`src/rtl/exu_config.svh`:
```
// ----------------------------------------------------------
// Width and size settings for the RV64I execute subsystem.
// Include wherever data width or register count is needed.
// ----------------------------------------------------------
`ifndef EXU_CONFIG_SVH
`define EXU_CONFIG_SVH

// Integer data path width.
`define EXU_XLEN 64

// Architectural registers, x0 included.
`define EXU_NREGS 32

`endif

```
`src/rtl/exuPkg.sv`:
```
// ----------------------------------------------------------
// Shared types for the execute subsystem: ALU operation codes
// and the payloads carried by the issue and writeback stages.
// ----------------------------------------------------------
`include "exu_config.svh"

package exuPkg;

    // ALU operation selected by the decoder.
    typedef enum logic [3:0] {
        ADD,
        SUB,
        AND,
        OR,
        XOR,
        SLL,
        SRL,
        SRA,
        SLT,
        SLTU,
        PASSB    // LUI, b goes straight through.
    } aluOp_e;

    typedef struct packed {
        aluOp_e op;
        logic   useImm;  // b from immediate.
        logic   word;    // 32-bit form, result sign-extended.
    } aluCtrl_t;

    typedef struct packed {
        aluCtrl_t              ctrl;
        logic [4:0]            rs1;
        logic [4:0]            rs2;
        logic [4:0]            rd;
        logic [`EXU_XLEN-1:0]  imm;
    } issue_t;

    typedef struct packed {
        logic [4:0]            rd;
        logic [`EXU_XLEN-1:0]  data;
    } wbReq_t;

endpackage

```
`src/rtl/aluDecode.sv`:
```
// ----------------------------------------------------------
// Instruction decoder. Maps an RV64I integer instruction to
// ALU control, register indices and immediate; flags the rest.
// ----------------------------------------------------------
`timescale 1ns/100ps
`include "exu_config.svh"

module aluDecode import exuPkg::*; (
    input  logic [31:0] inst,
    output issue_t      dec,
    output logic        illegal
);

    localparam logic [6:0] OPC_OP     = 7'b0110011;
    localparam logic [6:0] OPC_IMM    = 7'b0010011;
    localparam logic [6:0] OPC_OP32   = 7'b0111011;
    localparam logic [6:0] OPC_IMM32  = 7'b0011011;
    localparam logic [6:0] OPC_LUI    = 7'b0110111;

    logic [6:0]           opcode;
    logic [2:0]           funct3;
    logic [6:0]           funct7;
    logic                 zeroF7, altF7, altF3;
    logic                 zeroF6, altF6;
    logic [`EXU_XLEN-1:0] iImm;
    aluOp_e               f3Op;

    assign opcode = inst[6:0];
    assign funct3 = inst[14:12];
    assign funct7 = inst[31:25];
    assign zeroF7 = (funct7 == 7'b0000000);
    assign altF7  = (funct7 == 7'b0100000);
    assign altF3  = (funct3 == 3'b000) || (funct3 == 3'b101);  // Only ADD/SRL have alternates.
    assign zeroF6 = (inst[31:26] == 6'b000000);
    assign altF6  = (inst[31:26] == 6'b010000);
    assign iImm   = {{(`EXU_XLEN-12){inst[31]}}, inst[31:20]};

    // Base op from funct3; bit 30 picks SRA.
    always_comb begin
        case (funct3)
            3'b000:  f3Op = ADD;
            3'b001:  f3Op = SLL;
            3'b010:  f3Op = SLT;
            3'b011:  f3Op = SLTU;
            3'b100:  f3Op = XOR;
            3'b101:  f3Op = inst[30] ? SRA : SRL;
            3'b110:  f3Op = OR;
            default: f3Op = AND;
        endcase
    end

    always_comb begin
        dec     = '0;
        dec.rs1 = inst[19:15];
        dec.rs2 = inst[24:20];
        dec.rd  = inst[11:7];
        illegal = 1'b0;
        case (opcode)
            OPC_OP, OPC_OP32: begin
                dec.ctrl.op   = (funct3 == 3'b000 && inst[30]) ? SUB : f3Op;
                dec.ctrl.word = (opcode == OPC_OP32);
                illegal = !(zeroF7 || (altF7 && altF3)) ||
                          (opcode == OPC_OP32 && !(altF3 || funct3 == 3'b001));
            end
            OPC_IMM: begin
                dec.ctrl.op     = f3Op;
                dec.ctrl.useImm = 1'b1;
                dec.imm         = iImm;
                if (funct3 == 3'b001 || funct3 == 3'b101) begin
                    dec.imm = {{(`EXU_XLEN-6){1'b0}}, inst[25:20]};  // 6-bit shamt.
                    illegal = !(zeroF6 || (funct3 == 3'b101 && altF6));
                end
            end
            OPC_IMM32: begin
                dec.ctrl.op     = f3Op;
                dec.ctrl.useImm = 1'b1;
                dec.ctrl.word   = 1'b1;
                dec.imm         = iImm;
                if (funct3 == 3'b001 || funct3 == 3'b101) begin
                    dec.imm = {{(`EXU_XLEN-5){1'b0}}, inst[24:20]};
                    illegal = !(zeroF7 || (funct3 == 3'b101 && altF7));
                end else begin
                    illegal = (funct3 != 3'b000);
                end
            end
            OPC_LUI: begin
                dec.ctrl.op     = PASSB;
                dec.ctrl.useImm = 1'b1;
                dec.rs1         = 5'd0;
                dec.imm         = {{(`EXU_XLEN-32){inst[31]}}, inst[31:12], 12'b0};
            end
            default: illegal = 1'b1;
        endcase
    end

endmodule

```
`src/rtl/regFile.sv`:
```
// ----------------------------------------------------------
// Integer register file, two read ports and one write port.
// Reads are combinational and see a same-cycle write.
// ----------------------------------------------------------
`timescale 1ns/100ps
`include "exu_config.svh"

module regFile import exuPkg::*; (
    input  logic                 clk,
    input  logic                 reset,
    input  logic [4:0]           rs1,
    input  logic [4:0]           rs2,
    output logic [`EXU_XLEN-1:0] rdata1,
    output logic [`EXU_XLEN-1:0] rdata2,
    input  logic                 we,
    input  wbReq_t               wr
);

    logic [`EXU_XLEN-1:0] regs [`EXU_NREGS];
    logic                 wrEn;

    assign wrEn = we && (wr.rd != 5'd0);  // x0 is never written.

    always_ff @(posedge clk) begin
        if (reset) begin
            for (int i = 0; i < `EXU_NREGS; i++) begin
                regs[i] <= '0;
            end
        end else if (wrEn) begin
            regs[wr.rd] <= wr.data;
        end
    end

    // Write-through for a producer in the writeback stage.
    assign rdata1 = (rs1 == 5'd0) ? '0 :
                    (wrEn && wr.rd == rs1) ? wr.data : regs[rs1];
    assign rdata2 = (rs2 == 5'd0) ? '0 :
                    (wrEn && wr.rd == rs2) ? wr.data : regs[rs2];

endmodule

```
`src/rtl/alu.sv`:
```
// ----------------------------------------------------------
// 64-bit integer ALU. One shared adder serves add, sub and
// both compares; word forms sign-extend the low 32 bits.
// ----------------------------------------------------------
`timescale 1ns/100ps
`include "exu_config.svh"

module alu import exuPkg::*; (
    input  logic [`EXU_XLEN-1:0] a,
    input  logic [`EXU_XLEN-1:0] b,
    input  aluCtrl_t             ctrl,
    output logic [`EXU_XLEN-1:0] result
);

    localparam int MSB = `EXU_XLEN - 1;

    logic             sub;
    logic [MSB:0]     bInv;
    logic [MSB:0]     sum;
    logic             carry;
    logic             overflow;
    logic             lessSigned, lessUnsigned;
    logic [5:0]       shamt;
    logic [31:0]      srlWord, sraWord;
    logic [MSB:0]     sraFull;
    logic [MSB:0]     raw;

    assign sub  = (ctrl.op == SUB) || (ctrl.op == SLT) || (ctrl.op == SLTU);
    assign bInv = b ^ {`EXU_XLEN{sub}};
    assign {carry, sum} = {1'b0, a} + {1'b0, bInv} + {{`EXU_XLEN{1'b0}}, sub};

    // Operands of equal sign giving a result of the other sign.
    assign overflow     = (a[MSB] == bInv[MSB]) && (sum[MSB] != a[MSB]);
    assign lessSigned   = sum[MSB] ^ overflow;
    assign lessUnsigned = ~carry;     // No carry out means a borrow.

    assign shamt   = ctrl.word ? {1'b0, b[4:0]} : b[5:0];
    assign srlWord = a[31:0] >> shamt[4:0];
    assign sraWord = $signed(a[31:0]) >>> shamt[4:0];  // Fills from bit 31.
    assign sraFull = $signed(a) >>> shamt;             // Fills from bit 63.

    always_comb begin
        case (ctrl.op)
            ADD, SUB: raw = sum;
            AND:      raw = a & b;
            OR:       raw = a | b;
            XOR:      raw = a ^ b;
            SLL:      raw = a << shamt;
            SRL:      raw = ctrl.word ? {32'b0, srlWord} : a >> shamt;
            SRA:      raw = ctrl.word ? {32'b0, sraWord} : sraFull;
            SLT:      raw = {{MSB{1'b0}}, lessSigned};
            SLTU:     raw = {{MSB{1'b0}}, lessUnsigned};
            PASSB:    raw = b;
            default:  raw = '0;
        endcase
    end

    assign result = ctrl.word ? {{(`EXU_XLEN-32){raw[31]}}, raw[31:0]} : raw;

endmodule

```
`src/rtl/pipeStage.sv`:
```
// ----------------------------------------------------------
// One-cycle pipeline register with a valid bit. The payload
// type is chosen per instance.
// ----------------------------------------------------------
`timescale 1ns/100ps

module pipeStage #(
    parameter type payload_t = logic
) (
    input  logic     clk,
    input  logic     reset,
    input  logic     inValid,
    input  payload_t inData,
    output logic     outValid,
    output payload_t outData
);

    always_ff @(posedge clk) begin
        if (reset) begin
            outValid <= 1'b0;
        end else begin
            outValid <= inValid;
        end
    end

    always_ff @(posedge clk) begin
        if (inValid) begin
            outData <= inData;  // Holds while idle.
        end
    end

endmodule

```
`src/rtl/exuCore.sv`:
```
// ----------------------------------------------------------
// Execute subsystem top: decode, issue stage, register file,
// ALU and writeback. Results show two edges after instValid.
// ----------------------------------------------------------
`timescale 1ns/100ps
`include "exu_config.svh"

module exuCore import exuPkg::*; (
    input  logic        clk,
    input  logic        reset,
    input  logic        instValid,
    input  logic [31:0] inst,
    output logic        wbValid,
    output wbReq_t      wb,
    output logic        illegal
);

    issue_t               decIssue, issueQ;
    logic                 decIllegal;
    logic                 issueLoad, issueValid;
    logic [`EXU_XLEN-1:0] rdata1, rdata2;
    logic [`EXU_XLEN-1:0] operandB, aluResult;
    wbReq_t               wbReq;

    aluDecode decodeInst (.inst(inst), .dec(decIssue), .illegal(decIllegal));

    assign issueLoad = instValid && !decIllegal;

    pipeStage #(.payload_t(issue_t)) issueStage (
        .clk(clk), .reset(reset),
        .inValid(issueLoad), .inData(decIssue),
        .outValid(issueValid), .outData(issueQ)
    );

    // Write port fed back from the writeback stage.
    regFile regFileInst (
        .clk(clk), .reset(reset),
        .rs1(issueQ.rs1), .rs2(issueQ.rs2),
        .rdata1(rdata1), .rdata2(rdata2),
        .we(wbValid), .wr(wb)
    );

    assign operandB = issueQ.ctrl.useImm ? issueQ.imm : rdata2;

    alu aluInst (.a(rdata1), .b(operandB), .ctrl(issueQ.ctrl), .result(aluResult));

    assign wbReq = '{rd: issueQ.rd, data: aluResult};

    pipeStage #(.payload_t(wbReq_t)) wbStage (
        .clk(clk), .reset(reset),
        .inValid(issueValid), .inData(wbReq),
        .outValid(wbValid), .outData(wb)
    );

    always_ff @(posedge clk) begin
        if (reset) begin
            illegal <= 1'b0;
        end else begin
            illegal <= instValid && decIllegal;  // Same cycle as issue stage.
        end
    end

endmodule

```
`config.mk`:
```
export PLATFORM = sky130hd
export DESIGN_NAME = exuCore
export DESIGN_NICKNAME = d
export VERILOG_FILES = /design/src/rtl/exuPkg.sv /design/src/rtl/aluDecode.sv /design/src/rtl/regFile.sv /design/src/rtl/alu.sv /design/src/rtl/pipeStage.sv /design/src/rtl/exuCore.sv
export VERILOG_INCLUDE_DIRS = /design/src /design/src/rtl
export SDC_FILE = /design/constraint.sdc
export NUM_CORES = 2
export LEC_CHECK = 0
export ABC_CLOCK_PERIOD_IN_PS = 21000
export BUFFER_PORTS_ARGS = -buffer_cell sky130_fd_sc_hd__buf_4
export CAP_MARGIN = 20
export CORE_MARGIN = 3
export CORE_UTILIZATION = 45
export CTS_CLUSTER_DIAMETER = 40
export CTS_CLUSTER_SIZE = 14
export DETAILED_ROUTE_END_ITERATION = 10
export PLACE_DENSITY_LB_ADDON = 0.25
export SLEW_MARGIN = 20
export SYNTH_ARGS = -nofsm -noshare
export SYNTH_HDL_FRONTEND = slang
export SYNTH_SLANG_ARGS = --single-unit
```
`constraint.sdc`:
```
create_clock -name clk -period 21 [get_ports clk]
set_clock_uncertainty 0.1 [all_clocks]
set_input_delay 1.05 -clock clk [delete_from_list [all_inputs] [get_ports clk]]
set_output_delay 1.05 -clock clk [all_outputs]
set_load 0.03 [all_outputs]
```
# After elaboration in Yosys (flattened, before gate mapping)

Memories as Yosys holds them, arrays and structs flattened. A register that Yosys moved wholly into a read port is not among the register bits.
Cells that the tools add are included.

Word-level logic and storage cells: 124
Bits in writable memories: 2048
Bits in registers: 157
Bits of input ports: 35
Latch bits: 0
Memories kept: 1
Bits in read-only memories: 0

Memory list:

| name             | depth | width | read ports | clocked after Yosys merged registers in | write ports | RTL line      | source |
|---|---|---|---|---|---|---|---|
| regFileInst.regs | 32    | 64    | 2          | 2                                       | 32          | regFile.sv:19 | `` logic [`EXU_XLEN-1:0] regs [`EXU_NREGS]; `` |

Shift-type cells: 5
Order comparisons: 0
Mux-type cells: 33
Div/mod/pow operators: 0
Bitwise gates (word level): 6
Equal/unequal tests: 27
Reductions and logical operators: 38
Add/sub/neg operators: 2
Multiply operators: 0

Operators with widths:

| kind                 | number |
|---|---|
| $mux W64             | 11 |
| $pmux W64 S10        | 1 |
| $pmux W64 S3         | 1 |
| $xor A64 B64 Y64     | 2 |
| $add A64 B64 Y65     | 1 |
| $add A65 B1 Y65      | 1 |
| $and A64 B64 Y64     | 1 |
| $or A64 B64 Y64      | 1 |
| $reduce_or A64 Y1    | 1 |
| $shl A64 B6 Y64      | 1 |
| $shr A64 B6 Y64      | 1 |
| $sshr A64 B6 Y64     | 1 |
| $shr A32 B5 Y32      | 1 |
| $sshr A32 B5 Y32     | 1 |
| $eq A7 B6 Y1 const B | 4 |
| $pmux W4 S7          | 1 |
| $mux W5              | 4 |
| $eq A4 B3 Y1 const B | 4 |
| $eq A7 B5 Y1 const B | 2 |
| $eq A4 B4 Y1 const B | 3 |
| $pmux W4 S3          | 1 |
| $logic_and A1 B1 Y1  | 11 |
| $eq A5 B5 Y1         | 2 |
| $logic_not A5 Y1     | 2 |
| 25 further kinds     | 52 |

# Longest topological paths before layout

Word-level depth: 14
Mapped depth: 31

# Modules after synthesis

Synthesis repeated with hierarchy kept, for this count alone.

Cell total of the unflattened synthesis: 10426
Area total of the unflattened synthesis: 134983.2 um2

By module, submodules not included:

| module                  | seq. area each (um2) | instances | area an instance (um2) | cells an instance |
|---|---|---|---|---|
| regFile                 | 61499.0              | 1         | 109558.8               | 7371 |
| alu                     | 0.0                  | 1         | 18795.5                | 2703 |
| pipeStage at issueStage | 2572.5               | 1         | 2586.2                 | 87 |
| pipeStage at wbStage    | 2092.0               | 1         | 2105.8                 | 71 |
| exuCore                 | 20.0                 | 1         | 1112.3                 | 74 |
| aluDecode               | 0.0                  | 1         | 824.5                  | 120 |

# Least setup slack after synthesis

Ideal clock, no wire load.

Path type: reg2reg
Start point: register with a tool-made name
End point: register wbStage.outData[0] (netlist bit), data pin
Data arrival time: 6.494 ns
Path slack: 14.134 ns
Data required time: 20.628 ns
Path buffers: 9
Cell stages (with the launch flop): 30
Cell sequence: dfxtp_1 > buf_2 > buf_6 > buf_6 > buf_4 > buf_2 > buf_4 > buf_2 > buf_2 > mux4_2 > mux4_2 > nand2_1 > a21oi_1 > a21oi_1 > o21ai_0 > inv_1 > xnor2_1 > ha_1 > clkbuf_1 > and3_1 > and2_1 > nand2_1 > or2_2 > nor3_1 > o211ai_1 > a31oi_1 > nor3_1 > o31ai_1 > a21oi_1 > or4_1

RTL lines:

| what                   | RTL line        | source |
|---|---|---|
| end signal: assignment | pipeStage.sv:28 | `outData <= inData;` |
| end: declaration       | pipeStage.sv:15 | `output payload_t outData` |

==> run summary <==
Status - completed
CTS H-tree lvls - 5
Total of max-cap violations - 0
Die Y - 554 µm
Final worst path period share - 47.6%
Global route total overflow - 0
Drt first pass iters - 8
Vias in the first global route - 103000
Gp weighted congestion - 1.07
Hold path cells - 1
Critical path's most frequent cell - a21oi_1
Worst min-delay path class - input pin to register
Seq/Total Area, Yosys - 48.5%
Yosys top cell by area - edfxtp_1
Worst slew pin tran - 1360 ps
Cts hold-fix bufs - 0
Final Setup Violations - 0
RSZ-0062 raised after global routing - false
Post-synth top cells - edfxtp_1 (2170), and2_1 (2002), mux4_2 (1045)
Critical Path AT - 10570 ps
Unique masters post-synth - 113
Warnings from Yosys - 0
Clock buffer depth - 4
Clock root cell - clkbuf_16
Power Density - 79.5 nW/µm²
Async SR Flop Fraction - 0%
Top_reg_cell synth - edfxtp_1
Slew Limit Fails - 0
FF-to-FF setup slack - 11000 ps
Number of I/O pins - 106
Syn Std Cell Area - 135000 µm²
Data required, critical path - 21570 ps
Leakage - 56.4 nW
Highest clock rate - 0.100 GHz
Antenna-violating nets left - 0
Worst Setup End Kind - register
Final HPWL DP - 416000 µm
Biggest cell delay along the critical path - 900 ps
Synthesis-stage register bit count - 2183
Chip Width - 554 µm
CTS Buf Count - 369
Syn avg cell area - 12.9 µm²
Setup tns final - 0 ps
Final-stage net count - 10600
Drt initial violations - 20300
R2R cell count - 23
CTS tree - done
Worst path bufs/invs - 3
Post-Route WL - 667000 µm
RR Endpoint - wbStage.outData[0]
CP Max Fanout - 47
Post-CTS Setup Repair Bufs - 0
PortBufs - 105
Family with the most delay on the worst path - buffers and inverters
Full die area - 306000 µm²
Area grow syn2layout - 13.5%
Largest net degree at the start of global routing - 126
Max VDD drop - 0.0653 mV
Skew-Pair Late Insertion Delay - 990 ps
Wire per inst - 45.4 µm
Clock-pin slew on the worst setup and hold paths - 50 ps
Slowest-stage cell, CP - dfxtp_4
Cells along the critical path - buf_4, buf_4, buf_4, mux4_2, mux4_2, nand2_1, a21oi_1, a21oi_1, nor2_1, a21oi_1, xnor2_1, ha_1, and3_1, and2_1, nand2_1, or2_2, nor3_1, o211ai_1, a31oi_1, nor3_1, o31ai_1, a21oi_1, or4_1
Tmin final - 10000 ps
Core area - 298000 µm²
CTS Sinks - 2183
Max transition margin - 9.51%
Placement Rows - 200
Ranking of synthesized cells by area - edfxtp_1 (48%), mux4_2 (17%), and2_1 (9.3%)
Fin. Hold Viols - 0
Share of layout cells above drive strength 1 - 23.1%
Cells after Synth - 10400
Post-synth EDFFs - 2170
Count leader, synth - edfxtp_1
Synth top area share - 48.3%
DRC viols - 0
Crit path launch type - register
Routed vias - 107000
Post-CTS Resized - 0
HP Start - inst[7]
Tot GR Track Use - 42.6%
Initial antenna violation count - 79
First-pass GRT wire length - 895000 µm
Starting density of the core - 45.4%
CP Class - register to register
Post-layout util - 51.5%
Worst Hold End - issueStage.outData[64]
Via-to-Cell Ratio - 7.28
==> flip-flops by register name, indices dropped and copies added, names as in the netlist, named ones only <==
register / flops
illegal: 1
issueStage.outData: 53
issueStage.outValid: 1
wbStage.outData: 69
wbStage.outValid: 1
regFileInst.regs: 2048
==> worst register-to-register path, cell delays in order, from the launching register on <==
cell      delay [ps]
dfxtp_4          900
buf_4            840
buf_4            900
buf_4            790
mux4_2           660
mux4_2           510
nand2_1           90
a21oi_1           90
a21oi_1          570
nor2_1            80
a21oi_1          340
xnor2_1          110
ha_1             450
and3_1           290
and2_1           170
nand2_1          100
or2_2            330
nor3_1           260
o211ai_1         130
a31oi_1          510
nor3_1           290
o31ai_1          520
a21oi_1          150
or4_1            540
==> kinds of logic (layout without fill, tap and decap cells) <==
| family | count (synthesis) | after routing | share of synthesized area [%] |
|---|---|---|---|
| compound gates | 1717 | 1717 | 8.76 |
| flops | 2183 | 2183 | 48.5 |
| mux | 1700 | 1700 | 22.4 |
| xor+xnor | 123 | 123 | 0.798 |
| other cells | 1 | 144 | 0.00278 |
| fa+ha+maj | 193 | 193 | 1.80 |
| simple gates | 3321 | 3321 | 13.7 |
| buf+inv | 1210 | 1389 | 4.11 |
==> power by group <==
group | switching, mW | internal [mW]
registers | 0.0798 | 4.93
clock network | 2.38 | 3.92
logic | 0.585 | 0.280
total | 3.05 | 9.13
==> through the flow <==
stage	setup slack, ps	std cells	cell area, µm²	total power, mW	hold slack [ps]
4_1_cts	11040	14600	153000	12.1	125
3_3_place_gp	11060	13900	140000	5.89	308
6_report	11000	14700	153000	12.2	159
2_1_floorplan	14130	10500	135000	5.52	300
3_5_place_dp	11120	13900	140000	5.91	305
5_1_grt	10350	14600	153000	12.4	140
==> area by class of cell <==
cell class              count  area (µm²)
diodes                     80         200
clock buffers             410        9530
clock inverters           267        3290
fillers                 25000      144000
inverters                 172         672
multi-input cells        7118       64800
flip-flops and latches   2183       65500
well taps                3939        4930
repair buffers            540        4260
==> placed cells by master (no fill, tap or decap), types with 106 or more instances in the layout <==
| cell type | n |
|---|---|
| a21oi_1 | 398 |
| a22oi_1 | 133 |
| and2_1 | 1999 |
| buf_4 | 519 |
| clkbuf_16 | 375 |
| edfxtp_1 | 2170 |
| ha_1 | 192 |
| inv_1 | 147 |
| mux2i_1 | 583 |
| mux4_2 | 1045 |
| nand2_1 | 444 |
| nand3_1 | 106 |
| nor2_1 | 354 |
| nor3_1 | 132 |
| o21ai_0 | 231 |
==> layer usage <==
layer	global-route usage (%)	up-vias	routed length [µm]
met5	0	-	245
met4	31.9	36	59400
met3	15.8	2591	98900
met2	62.4	10100	288000
met1	51.4	54200	221000
li1	-	40100	-
==> how the worst max path moves through the flow <==
stage	cells past startpoint	startpoint	slack (ps)	end
6_report	23	register	11000	wbStage.outData[0]
5_1_grt	23	register	10350	wbStage.outData[0]
4_1_cts	23	register	11040	wbStage.outData[0]
3_5_place_dp	23	register	11120	wbStage.outData[0]
3_3_place_gp	23	register	11060	wbStage.outData[0]
2_1_floorplan	29	register	14130	wbStage.outData[0]
No activity file was read; power rests on OpenSTA's default activity.
